**src/include/fm_defines.svh**
```systemverilog
// fm register interface constants for the register map, busy length and slot geometry
`ifndef FM_DEFINES_SVH
`define FM_DEFINES_SVH

// global registers below the channel space
`define FM_REG_LFO_RST  8'h01
`define FM_REG_KON      8'h08
`define FM_REG_NOISE    8'h0F
`define FM_REG_CLKA1    8'h10   // upper 8 bits of timer a
`define FM_REG_CLKA2    8'h11   // lower 2 bits of timer a
`define FM_REG_CLKB     8'h12
`define FM_REG_TIMER    8'h14
`define FM_REG_LFRQ     8'h18
`define FM_REG_PMDAMD   8'h19
`define FM_REG_CTW      8'h1B

// start of per-channel and per-operator spaces
`define FM_CH_BASE      8'h20
`define FM_OP_BASE      8'h40

// busy lasts this many cen pulses after a data write
`define FM_BUSY_CEN     32

// slot geometry
`define FM_CHANNELS     8
`define FM_SLOTS        32
`define FM_KON_OPS      4       // operators touched by one key-on write

`endif

```
**src/source/fm_pkg.sv**
```systemverilog
// fm register interface types for parameter structs, update requests and fsm states
package fm_pkg;

    typedef struct packed {
        logic [1:0] rl;
        logic [2:0] fb;
        logic [2:0] con;
        logic [6:0] kc;
        logic [5:0] kf;
        logic [2:0] pms;
        logic [1:0] ams;
    } ch_params_t;

    typedef struct packed {
        logic [2:0] dt1;
        logic [3:0] mul;
        logic [6:0] tl;
        logic [1:0] ks;
        logic [4:0] ar;
        logic       amsen;
        logic [4:0] d1r;
        logic [1:0] dt2;
        logic [4:0] d2r;
        logic [3:0] d1l;
        logic [3:0] rr;
        logic       keyon;
    } op_params_t;

    typedef enum logic [1:0] {
        UPD_CH,
        UPD_OP,
        UPD_KON
    } upd_kind_t;

    typedef struct packed {
        upd_kind_t  kind;
        logic [2:0] grp;    // field group within the entry
        logic [4:0] idx;    // channel or operator slot
        logic [7:0] data;
    } upd_req_t;

    typedef struct packed {
        logic       ne;
        logic [4:0] nfrq;
        logic [7:0] lfo_freq;
        logic [1:0] lfo_w;
        logic [6:0] lfo_amd;
        logic [6:0] lfo_pmd;
        logic       ct1;
        logic       ct2;
        logic [9:0] value_a;
        logic [7:0] value_b;
        logic       enable_irq_a;
        logic       enable_irq_b;
    } fm_globals_t;

    typedef enum logic [1:0] {
        ST_IDLE,
        ST_WRITE,
        ST_KEYON
    } upd_state_t;

endpackage

```
**src/source/fm_slot_regs.sv**
```systemverilog
// fm parameter store as a flop array with one write port and two read ports
module fm_slot_regs #(
    parameter type payload_t = logic [7:0],
    parameter int  DEPTH     = 8
) (
    input  logic                     clk,
    input  logic                     rst,
    input  logic                     we,
    input  logic [$clog2(DEPTH)-1:0] wr_idx,
    input  payload_t                 wr_data,
    input  logic [$clog2(DEPTH)-1:0] upd_idx,
    input  logic [$clog2(DEPTH)-1:0] slot_idx,
    output payload_t                 upd_data,
    output payload_t                 slot_data
);

    payload_t mem [DEPTH];

    always_ff @(posedge clk or posedge rst) begin
        if (rst) begin
            for (int i = 0; i < DEPTH; i++) begin
                mem[i] <= '0;
            end
        end else if (we) begin
            mem[wr_idx] <= wr_data;
        end
    end

    // both reads are combinational
    assign upd_data  = mem[upd_idx];    // read side of the update engine
    assign slot_data = mem[slot_idx];   // follows the slot counter

endmodule

```
**src/source/fm_slot_counter.sv**
```systemverilog
// fm slot counter stepping through the 32 operator slots on each cen
`include "fm_defines.svh"

module fm_slot_counter (
    input  logic       clk,
    input  logic       rst,
    input  logic       cen,
    output logic [4:0] cur_slot,
    output logic       zero
);

    always_ff @(posedge clk or posedge rst) begin
        if (rst) begin
            cur_slot <= '0;
        end else if (cen) begin
            if (cur_slot == 5'(`FM_SLOTS - 1)) begin
                cur_slot <= '0;     // wrap to start of revolution
            end else begin
                cur_slot <= cur_slot + 5'd1;
            end
        end
    end

    assign zero = (cur_slot == 5'd0);   // marks slot 0 of each revolution

endmodule

```
**src/source/fm_update_fsm.sv**
```systemverilog
// fm parameter update engine doing read-modify-write of channel and operator entries
`include "fm_defines.svh"

module fm_update_fsm (
    input  logic               clk,
    input  logic               rst,
    input  logic               upd_valid,
    input  fm_pkg::upd_req_t   upd_req,
    input  fm_pkg::ch_params_t ch_rd_data,
    input  fm_pkg::op_params_t op_rd_data,
    output logic [2:0]         ch_rd_idx,
    output logic [4:0]         op_rd_idx,
    output logic               ch_we,
    output logic               op_we,
    output fm_pkg::ch_params_t ch_wr_data,
    output fm_pkg::op_params_t op_wr_data
);
    import fm_pkg::*;

    upd_state_t state;
    upd_req_t   req;        // request held while writing
    logic [1:0] op_cnt;     // key-on operator step
    logic [3:0] kon_mask;

    assign kon_mask = req.data[6:3];

    always_ff @(posedge clk or posedge rst) begin
        if (rst) begin
            state  <= ST_IDLE;
            op_cnt <= '0;
        end else begin
            case (state)
                ST_IDLE: begin
                    op_cnt <= '0;
                    if (upd_valid) begin
                        state <= (upd_req.kind == UPD_KON) ? ST_KEYON : ST_WRITE;
                    end
                end
                ST_WRITE: state <= ST_IDLE;
                ST_KEYON: begin
                    op_cnt <= op_cnt + 2'd1;
                    if (op_cnt == 2'(`FM_KON_OPS - 1)) begin
                        state <= ST_IDLE;
                    end
                end
                default: state <= ST_IDLE;
            endcase
        end
    end

    always_ff @(posedge clk) begin
        if (state == ST_IDLE && upd_valid) begin
            req <= upd_req;
        end
    end

    assign ch_rd_idx = req.idx[2:0];
    assign op_rd_idx = (state == ST_KEYON) ? {op_cnt, req.data[2:0]} : req.idx;
    assign ch_we     = (state == ST_WRITE) && (req.kind == UPD_CH);
    assign op_we     = ((state == ST_WRITE) && (req.kind == UPD_OP)) || (state == ST_KEYON);

    // merge only the addressed group and pass the rest through
    always_comb begin
        ch_wr_data = ch_rd_data;
        case (req.grp[1:0])
            2'd0: begin
                ch_wr_data.rl  = req.data[7:6];
                ch_wr_data.fb  = req.data[5:3];
                ch_wr_data.con = req.data[2:0];
            end
            2'd1: ch_wr_data.kc = req.data[6:0];
            2'd2: ch_wr_data.kf = req.data[7:2];
            default: begin
                ch_wr_data.pms = req.data[6:4];
                ch_wr_data.ams = req.data[1:0];
            end
        endcase
    end

    always_comb begin
        op_wr_data = op_rd_data;
        if (state == ST_KEYON) begin
            op_wr_data.keyon = kon_mask[op_cnt];
        end else begin
            case (req.grp)
                3'd2: {op_wr_data.dt1, op_wr_data.mul} = {req.data[6:4], req.data[3:0]};
                3'd3: op_wr_data.tl = req.data[6:0];
                3'd4: {op_wr_data.ks, op_wr_data.ar} = {req.data[7:6], req.data[4:0]};
                3'd5: {op_wr_data.amsen, op_wr_data.d1r} = {req.data[7], req.data[4:0]};
                3'd6: {op_wr_data.dt2, op_wr_data.d2r} = {req.data[7:6], req.data[4:0]};
                3'd7: {op_wr_data.d1l, op_wr_data.rr} = {req.data[7:4], req.data[3:0]};
                default: ;  // groups 0 and 1 are not mapped
            endcase
        end
    end

endmodule

```
**src/source/fm_mmr.sv**
```systemverilog
// fm host register decoder that holds globals, timer flags and busy and issues update requests
`include "fm_defines.svh"

module fm_mmr (
    input  logic                clk,
    input  logic                rst,
    input  logic                cen,
    input  logic [7:0]          din,
    input  logic                write,
    input  logic                a0,
    input  logic                load_ack_a,
    input  logic                load_ack_b,
    input  logic                clr_ack_a,
    input  logic                clr_ack_b,
    output logic                busy,
    output fm_pkg::fm_globals_t globals,
    output logic                lfo_rst,
    output logic                load_a,
    output logic                load_b,
    output logic                clr_flag_a,
    output logic                clr_flag_b,
    output logic                upd_valid,
    output fm_pkg::upd_req_t    upd_req
);
    import fm_pkg::*;

    logic [7:0] sel_reg;        // address latched by a0 low writes
    logic [4:0] busy_cnt;
    logic       last_write;
    logic       data_wr;

    assign data_wr = write & a0;

    always_ff @(posedge clk or posedge rst) begin
        if (rst) begin
            sel_reg    <= '0;
            globals    <= '0;
            lfo_rst    <= 1'b0;
            load_a     <= 1'b0;
            load_b     <= 1'b0;
            clr_flag_a <= 1'b0;
            clr_flag_b <= 1'b0;
            upd_valid  <= 1'b0;
            upd_req    <= '0;
        end else begin
            upd_valid <= 1'b0;  // single clk pulse
            if (write && !a0) begin
                sel_reg <= din;
            end
            if (data_wr) begin
                if (sel_reg < `FM_CH_BASE) begin
                    case (sel_reg)
                        `FM_REG_LFO_RST: lfo_rst <= 1'b1;   // data ignored
                        `FM_REG_KON: begin
                            upd_valid <= 1'b1;
                            upd_req   <= '{kind: UPD_KON, grp: 3'd0, idx: 5'd0, data: din};
                        end
                        `FM_REG_NOISE: begin
                            globals.ne   <= din[7];
                            globals.nfrq <= din[4:0];
                        end
                        `FM_REG_CLKA1: globals.value_a[9:2] <= din;
                        `FM_REG_CLKA2: globals.value_a[1:0] <= din[1:0];
                        `FM_REG_CLKB:  globals.value_b      <= din;
                        `FM_REG_TIMER: begin
                            globals.enable_irq_b <= din[3];
                            globals.enable_irq_a <= din[2];
                            if (din[5]) clr_flag_b <= 1'b1;
                            if (din[4]) clr_flag_a <= 1'b1;
                            if (din[1]) load_b <= 1'b1;
                            if (din[0]) load_a <= 1'b1;
                        end
                        `FM_REG_LFRQ: globals.lfo_freq <= din;
                        `FM_REG_PMDAMD: begin
                            if (din[7]) begin
                                globals.lfo_pmd <= din[6:0];
                            end else begin
                                globals.lfo_amd <= din[6:0];
                            end
                        end
                        `FM_REG_CTW: begin
                            globals.ct2   <= din[7];
                            globals.ct1   <= din[6];
                            globals.lfo_w <= din[1:0];
                        end
                        default: ;
                    endcase
                end else if (sel_reg < `FM_OP_BASE) begin
                    // channel space holds four groups of eight
                    upd_valid <= 1'b1;
                    upd_req   <= '{kind: UPD_CH, grp: {1'b0, sel_reg[4:3]},
                                   idx: {2'b00, sel_reg[2:0]}, data: din};
                end else begin
                    // operator space with groups 2 to 7 of 32 slots
                    upd_valid <= 1'b1;
                    upd_req   <= '{kind: UPD_OP, grp: sel_reg[7:5],
                                   idx: sel_reg[4:0], data: din};
                end
            end else if (cen && !write) begin
                lfo_rst <= 1'b0;
            end
            // acks come last so they win over a set in the same cycle
            if (clr_ack_a)  clr_flag_a <= 1'b0;
            if (clr_ack_b)  clr_flag_b <= 1'b0;
            if (load_ack_a) load_a     <= 1'b0;
            if (load_ack_b) load_b     <= 1'b0;
        end
    end

    // busy window counted in cen pulses
    always_ff @(posedge clk or posedge rst) begin
        if (rst) begin
            busy       <= 1'b0;
            busy_cnt   <= '0;
            last_write <= 1'b0;
        end else begin
            last_write <= write;
            if (data_wr && !last_write) begin
                busy     <= 1'b1;
                busy_cnt <= '0;     // restart on a new write
            end else if (cen && busy) begin
                if (busy_cnt == 5'(`FM_BUSY_CEN - 1)) begin
                    busy <= 1'b0;
                end
                busy_cnt <= busy_cnt + 5'd1;
            end
        end
    end

endmodule

```
**src/source/fm_reg_top.sv**
```systemverilog
// fm register subsystem top joining host decoder, update engine, slot counter and stores
`include "fm_defines.svh"

module fm_reg_top (
    input  logic                clk,
    input  logic                rst,
    input  logic                cen,
    input  logic [7:0]          din,
    input  logic                write,
    input  logic                a0,
    input  logic                load_ack_a,
    input  logic                load_ack_b,
    input  logic                clr_ack_a,
    input  logic                clr_ack_b,
    output logic                busy,
    output fm_pkg::fm_globals_t globals,
    output logic                lfo_rst,
    output logic                load_a,
    output logic                load_b,
    output logic                clr_flag_a,
    output logic                clr_flag_b,
    output logic [4:0]          cur_slot,
    output logic                zero,
    output fm_pkg::ch_params_t  ch_params,
    output fm_pkg::op_params_t  op_params
);
    import fm_pkg::*;

    logic       upd_valid;
    upd_req_t   upd_req;
    logic [2:0] ch_rd_idx;
    logic [4:0] op_rd_idx;
    logic       ch_we;
    logic       op_we;
    ch_params_t ch_wr_data;
    ch_params_t ch_rd_data;
    op_params_t op_wr_data;
    op_params_t op_rd_data;

    fm_mmr u_mmr (
        .clk, .rst, .cen, .din, .write, .a0,
        .load_ack_a, .load_ack_b, .clr_ack_a, .clr_ack_b,
        .busy, .globals, .lfo_rst, .load_a, .load_b, .clr_flag_a, .clr_flag_b,
        .upd_valid, .upd_req
    );

    fm_update_fsm u_update_fsm (
        .clk, .rst, .upd_valid, .upd_req, .ch_rd_data, .op_rd_data,
        .ch_rd_idx, .op_rd_idx, .ch_we, .op_we, .ch_wr_data, .op_wr_data
    );

    fm_slot_counter u_slot_counter (.clk, .rst, .cen, .cur_slot, .zero);

    // write and update read share the index driven by the update engine
    fm_slot_regs #(.payload_t(ch_params_t), .DEPTH(`FM_CHANNELS)) u_ch_regs (
        .clk, .rst, .we(ch_we), .wr_idx(ch_rd_idx), .wr_data(ch_wr_data),
        .upd_idx(ch_rd_idx), .slot_idx(cur_slot[2:0]),
        .upd_data(ch_rd_data), .slot_data(ch_params)
    );

    fm_slot_regs #(.payload_t(op_params_t), .DEPTH(`FM_SLOTS)) u_op_regs (
        .clk, .rst, .we(op_we), .wr_idx(op_rd_idx), .wr_data(op_wr_data),
        .upd_idx(op_rd_idx), .slot_idx(cur_slot),
        .upd_data(op_rd_data), .slot_data(op_params)
    );

endmodule

```
**config.mk**
```make
export PLATFORM = sky130hd
export DESIGN_NAME = fm_reg_top
export DESIGN_NICKNAME = d
export VERILOG_FILES = /design/src/source/fm_pkg.sv /design/src/source/fm_slot_regs.sv /design/src/source/fm_slot_counter.sv /design/src/source/fm_update_fsm.sv /design/src/source/fm_mmr.sv /design/src/source/fm_reg_top.sv
export VERILOG_INCLUDE_DIRS = /design/src /design/src/include
export SDC_FILE = /design/constraint.sdc
export NUM_CORES = 2
export LEC_CHECK = 0
export BUFFER_PORTS_ARGS = -buffer_cell sky130_fd_sc_hd__buf_2
export CORE_MARGIN = 5
export CORE_UTILIZATION = 55
export CTS_BUF_LIST = sky130_fd_sc_hd__clkbuf_8
export DETAILED_ROUTE_END_ITERATION = 8
export MAX_ROUTING_LAYER = met4
export PLACE_DENSITY = 0.74
export SETUP_SLACK_MARGIN = 0.4
export SLEW_MARGIN = 20
export SYNTH_ARGS = -nofsm -noshare
export SYNTH_HDL_FRONTEND = slang
export SYNTH_HIERARCHICAL = 1
export SYNTH_SLANG_ARGS = --single-unit
```
**constraint.sdc**
```tcl
create_clock -name clk -period 41.8 [get_ports clk]
set_input_delay 2.09 -clock clk [delete_from_list [all_inputs] [get_ports clk]]
set_output_delay 2.09 -clock clk [all_outputs]
set_load 0.1 [all_outputs]
```
**Word-level counts from Yosys, hierarchy flattened**

Cells that the tools add are included.

- Magnitude comparators: 9
- Equal/unequal tests: 30
- Reduce and logical (&&, ||, !) cells: 55
- Add/subtract/negate cells: 3
- Divide/modulo/power cells: 0
- Bitwise logic cells: 6
- Multiplexer cells: 74
- Multipliers: 0
- Shifts and indexed selects: 0

Operator list:

| kind | number |
|---|---|
| 1376-bit bitwise mux | 1 |
| 43-bit binary-select mux with 5-bit select | 2 |
| 43-bit demux with 5-bit select | 1 |
| 43-bit two-way mux | 5 |
| 208-bit bitwise mux | 1 |
| 26-bit binary-select mux with 3-bit select | 2 |
| 26-bit two-way mux | 5 |
| 26-bit demux with 3-bit select | 1 |
| 8-bit by 5-bit equality test with 1-bit output (second input constant) | 7 |
| 42-bit two-way mux | 1 |
| 2-bit nonzero test | 20 |
| 18-bit two-way mux | 2 |
| 7-bit two-way mux | 5 |
| 1-bit two-way mux | 32 |
| 5-bit two-way mux | 5 |
| 3-bit AND reduction | 8 |
| 4-bit AND reduction | 6 |
| 17-bit two-way mux | 1 |
| 8-bit by 4-bit equality test with 1-bit output (second input constant) | 2 |
| 8-bit two-way mux | 2 |
| 3-bit equality test (second input constant) | 4 |
| 6-bit >= comparator (second input constant) | 2 |
| 6-bit two-way mux | 2 |
| 5-bit NOT with 6-bit output | 2 |
| other kinds (28) | 58 |

- Memory bits (writable): 0
- Flip-flop bits (word level): 1702
- Bits in read-only memories: 0
- Memories: 0
- Logic and storage cells: 651
- Latch bits: 0

**Logic depth before layout (Yosys ltp)**

- Depth after elaboration: 9
- Gate-level depth with buffers: 16
- Depth with buffers taken out: 11

**Cells and area by module**

The synthesis kept the hierarchy.

By module, submodules not included:

| module | times used | area each (sq um) | seq. area each (sq um) | cells each |
|---|---|---|---|---|
| fm_slot_regs (u_op_regs) | 1 | 75142.1 | 34433.0 | 6177 |
| fm_slot_regs (u_ch_regs) | 1 | 10951.8 | 5205.0 | 634 |
| fm_mmr | 1 | 3681.0 | 2277.2 | 257 |
| fm_update_fsm | 1 | 1803.0 | 640.6 | 153 |
| fm_slot_counter | 1 | 279.0 | 125.1 | 28 |

**Least setup slack after synthesis**

OpenSTA, ideal clock, no wires.

- Path type: register -> output
- From: register u_slot_counter.cur_slot[0]
- To: output zero
- Arrival: 4222 ps
- Stages on the path, launching flop included: 4
- Slack: 35488 ps
- Path buffers: 0
- Path through: dfrtp_1 -> inv_1 -> ha_1 -> nor4b_1

- Word-level cells in the longest chain between the ends: 1

RTL lines:

| what | RTL line | text |
|---|---|---|
| start: declaration | fm_slot_counter.sv:8 | `output logic [4:0] cur_slot,` |
| start signal: assignment | fm_slot_counter.sv:19 | `cur_slot <= cur_slot + 5'd1;` |
| 5-bit zero test | fm_slot_counter.sv:24 | `assign zero = (cur_slot == 5'd0);` |
| end: declaration | fm_reg_top.sv:23 | `output logic zero,` |

Every way passes these cells.

==> flow_summary.ini <==
[timing]
slew_headroom = 0.156
timing.final.crit_share = 0.197
fin_worst_skew_ps = 53.7
worst_slew_pin_slew_ps = 1260
rsz0062_at_grt = no
min_period_ps = 8240
final_hold_viol_count = 0
setup_tns_ps = 0
finalSetupViolations = 0
slew_violations = 0
fmax_ghz = 0.121

[logic_synthesis]
synth_ff_type = dfrtp_1
synthMuxAreaShare = 0.394
synth_area_leaders = dfrtp_1, mux2_2, mux2i_1, mux4_2, a22oi_1
synth_simple_gate_area_frac = 0.0434
synth-adder-area-share = 0.000817
ys_ff_latch = 1702
yosysMostFrequentCell = mux2_2
yosysWarnings = 6
yosys.area.top_type = dfrtp_1
synth-edff-count = 18
synth-xor-area-share = 0.000191
ys_seq_area_frac = 0.465
synth_top_family_by_area = multiplexers
synth_top_area_frac = 0.459
synth.distinct_cells = 67
synth_compound_area_frac = 0.0596
syn_area_per_cell_um2 = 12.7
synth_cells = 7249
async_flop_share = 0.989
synthesis.area_mm2 = 0.0919
synthTopCellsByCount = mux2_2, dfrtp_1, mux2i_1
syn_nets = 7272

[hold_path]
min_path_type = register to register

[setup_path]
critPathSlowestCell = buf_4
crit_end = op_params[22]
required_ps = 39710
startpoint_type = register
r2r_slack_ps = 35640
crit_path_cell_trace = buf_4, buf_4, buf_4, mux2i_1, a22o_1, nor3_1, a31oi_1, nand3_1, buf_2
crit_fanout = 63
path_common_cell = buf_4
crit_arrival_ps = 6150
regToRegStartpoint = u_update_fsm/ch_rd_idx[1]
crit_path_start = u_slot_counter/cur_slot[1]
critical_path_class = register to primary output
reg2reg_depth = 13
critPathCaptureType = primary output
critPathMaxStageDelay_ps = 1000
r2r-end = u_op_regs/mem[269]

[clocking]
post-cts-setup-buffers = 0
cts.reportedPaths.clkPinSlew_ps = 60
clkLatencyLatePin_ps = 1040
htreeDepth = 5
cts_buffers = 301
cts_buffer_depth = 4
cts.sink_count = 1702
cts_tree = built
cts-root-buf = clkbuf_8
ctsHoldBuffers = 0
cts_resized = 0

[cells_and_area]
layout-drive-gt1-share = 0.355
largest_reg_flops = 1376
syn_to_final_growth_pct = 8.21
top_regs = u_op_regs/mem (1376), u_ch_regs/mem (208), u_mmr/globals (52)
regMostFlops = u_op_regs/mem
fillers = 13300
num-nets-final = 7169
multiInputGateArea_mm2 = 0.0460
register_area_mm2 = 0.0427

[route]
vias_per_cell = 6.61
drt-wirelength-per-cell_um = 28.9
drt_iter0_markers = 6400
vias = 63300
drtPass1Iterations = 6
drt-total-wl_mm = 276
drc_errors = 0
final_antenna_net_count = 0

[power]
total_power_w = 0.00511
seq_power_share = 0.366
powerDensity_mw_per_mm2 = 51.4
power.switching_w = 0.00197
p_clk_frac = 0.304
swShare = 0.386
p_comb_frac = 0.331
p_leak_nw = 49.3
p_int_w = 0.00314
ir_drop_mv = 0.0589

[place]
dp_hpwl_mm = 145
portBuffers = 149
gp_congestion = 0.817

[floorplan]
die_w_um = 419
start_util = 0.551
io_pins = 150
placementRows = 150
core-area_mm2 = 0.167
die_y_um = 419
design.die.area_mm2 = 0.175

[job]
maxCapViolations = 0

[grt]
grtUsageTotal = 0.321
antenna_found_initial = 10
grt_max_degree = 183
overflow = 0
grt_pass1_wl_mm = 416
grt_pass1_vias = 65900

[outcome]
status = finished, final reports clean
[cells by family after synthesis]
group / after synthesis
and+or+nand+nor: 775
muxes: 3258
AOI/OAI and AO/OA: 804
xor gates and xnor gates: 2
buffers and inverters: 702
DFF: 1702
adders and majority gates: 6
[power by group through the flow]
stage / Sequential (W) / Clock [W] / Combinational [W]
floorplan: 0.00190 / 0 / 0.00124
global placement: 0.00189 / 0 / 0.00165
detailed placement: 0.00190 / 0 / 0.00167
CTS: 0.00187 / 0.00158 / 0.00167
global route: 0.00188 / 0.00166 / 0.00175
finish: 0.00187 / 0.00155 / 0.00169
[per-stage QoR]
step | instance area, µm² | setup slack (ps) | utilization | instances | hold slack (ps)
after floorplan | 91900 | 913 | - | 7249 | 419
after global placement | 93400 | 34730 | 0.560 | 9046 | 426
after detailed placement | 93400 | 34680 | 0.560 | 9047 | 433
after CTS | 99400 | 33560 | 0.596 | 9565 | 448
after global routing | 99400 | 33360 | 0.596 | 9575 | 458
final | 99400 | 33560 | 0.596 | 9577 | 446
[worst min-delay path by stage]
stage	slack, ps	to	depth (start not counted)	from
CTS	450	u_update_fsm/kon_mask[2]	0	u_mmr/upd_req[5]
floorplan	420	u_update_fsm/kon_mask[0]	0	u_mmr/upd_req[3]
detailed placement	430	u_update_fsm/kon_mask[2]	0	u_mmr/upd_req[5]
global route	460	u_update_fsm/req[0]	0	u_mmr/upd_req[0]
global placement	430	u_update_fsm/kon_mask[3]	0	u_mmr/upd_req[6]
finish	450	u_update_fsm/kon_mask[2]	0	u_mmr/upd_req[5]
[layer usage]
metal | GRT usage | vias to the layer above | wire (µm)
met1 | 0.404 | 32900 | 111000
met5 | - | - | 0
met2 | 0.496 | 2834 | 128000
li1 | - | 26800 | -
met4 | 0.158 | 0 | 14600
met3 | 0.0698 | 854 | 22700
[cells in the final DEF (no fill, tap or decap), types with 12 or more instances in the layout]
master    instances
mux2_1           42
a22o_1          178
dfrtp_1        1681
nand3_1         264
clkbuf_8        377
nand2_4          19
a31oi_1          86
nor3_1           87
mux4_2          105
inv_1           119
edfxtp_1         18
mux2_2         1731
diode_2          12
a22oi_1         258
a21oi_1         263
buf_4           116
nor2_4           14
buf_2           149
nand2_1         292
mux2i_1        1378
clkinv_2         22
[area by class of cell]
type | instances | share of cell area
antenna | 12 | 0.000302
clock buffer | 377 | 0.0522
clock inverter | 141 | 0.00804
inverter | 16 | 0.000768
multi-input combinational | 4845 | 0.463
sequential | 1702 | 0.429
tap | 2204 | 0.0277
timing repair buffer | 280 | 0.0188
[worst max-delay path: cells and delay by family (launching register included)]
family                 cells  cell delay, ps
multiplexers               1             200
flip-flops                 1             960
AND/OR/NAND/NOR            2             280
AO/OA/AOI/OAI              2             340
buffers and inverters      4            3170
(Power assumes the default switching activity.)
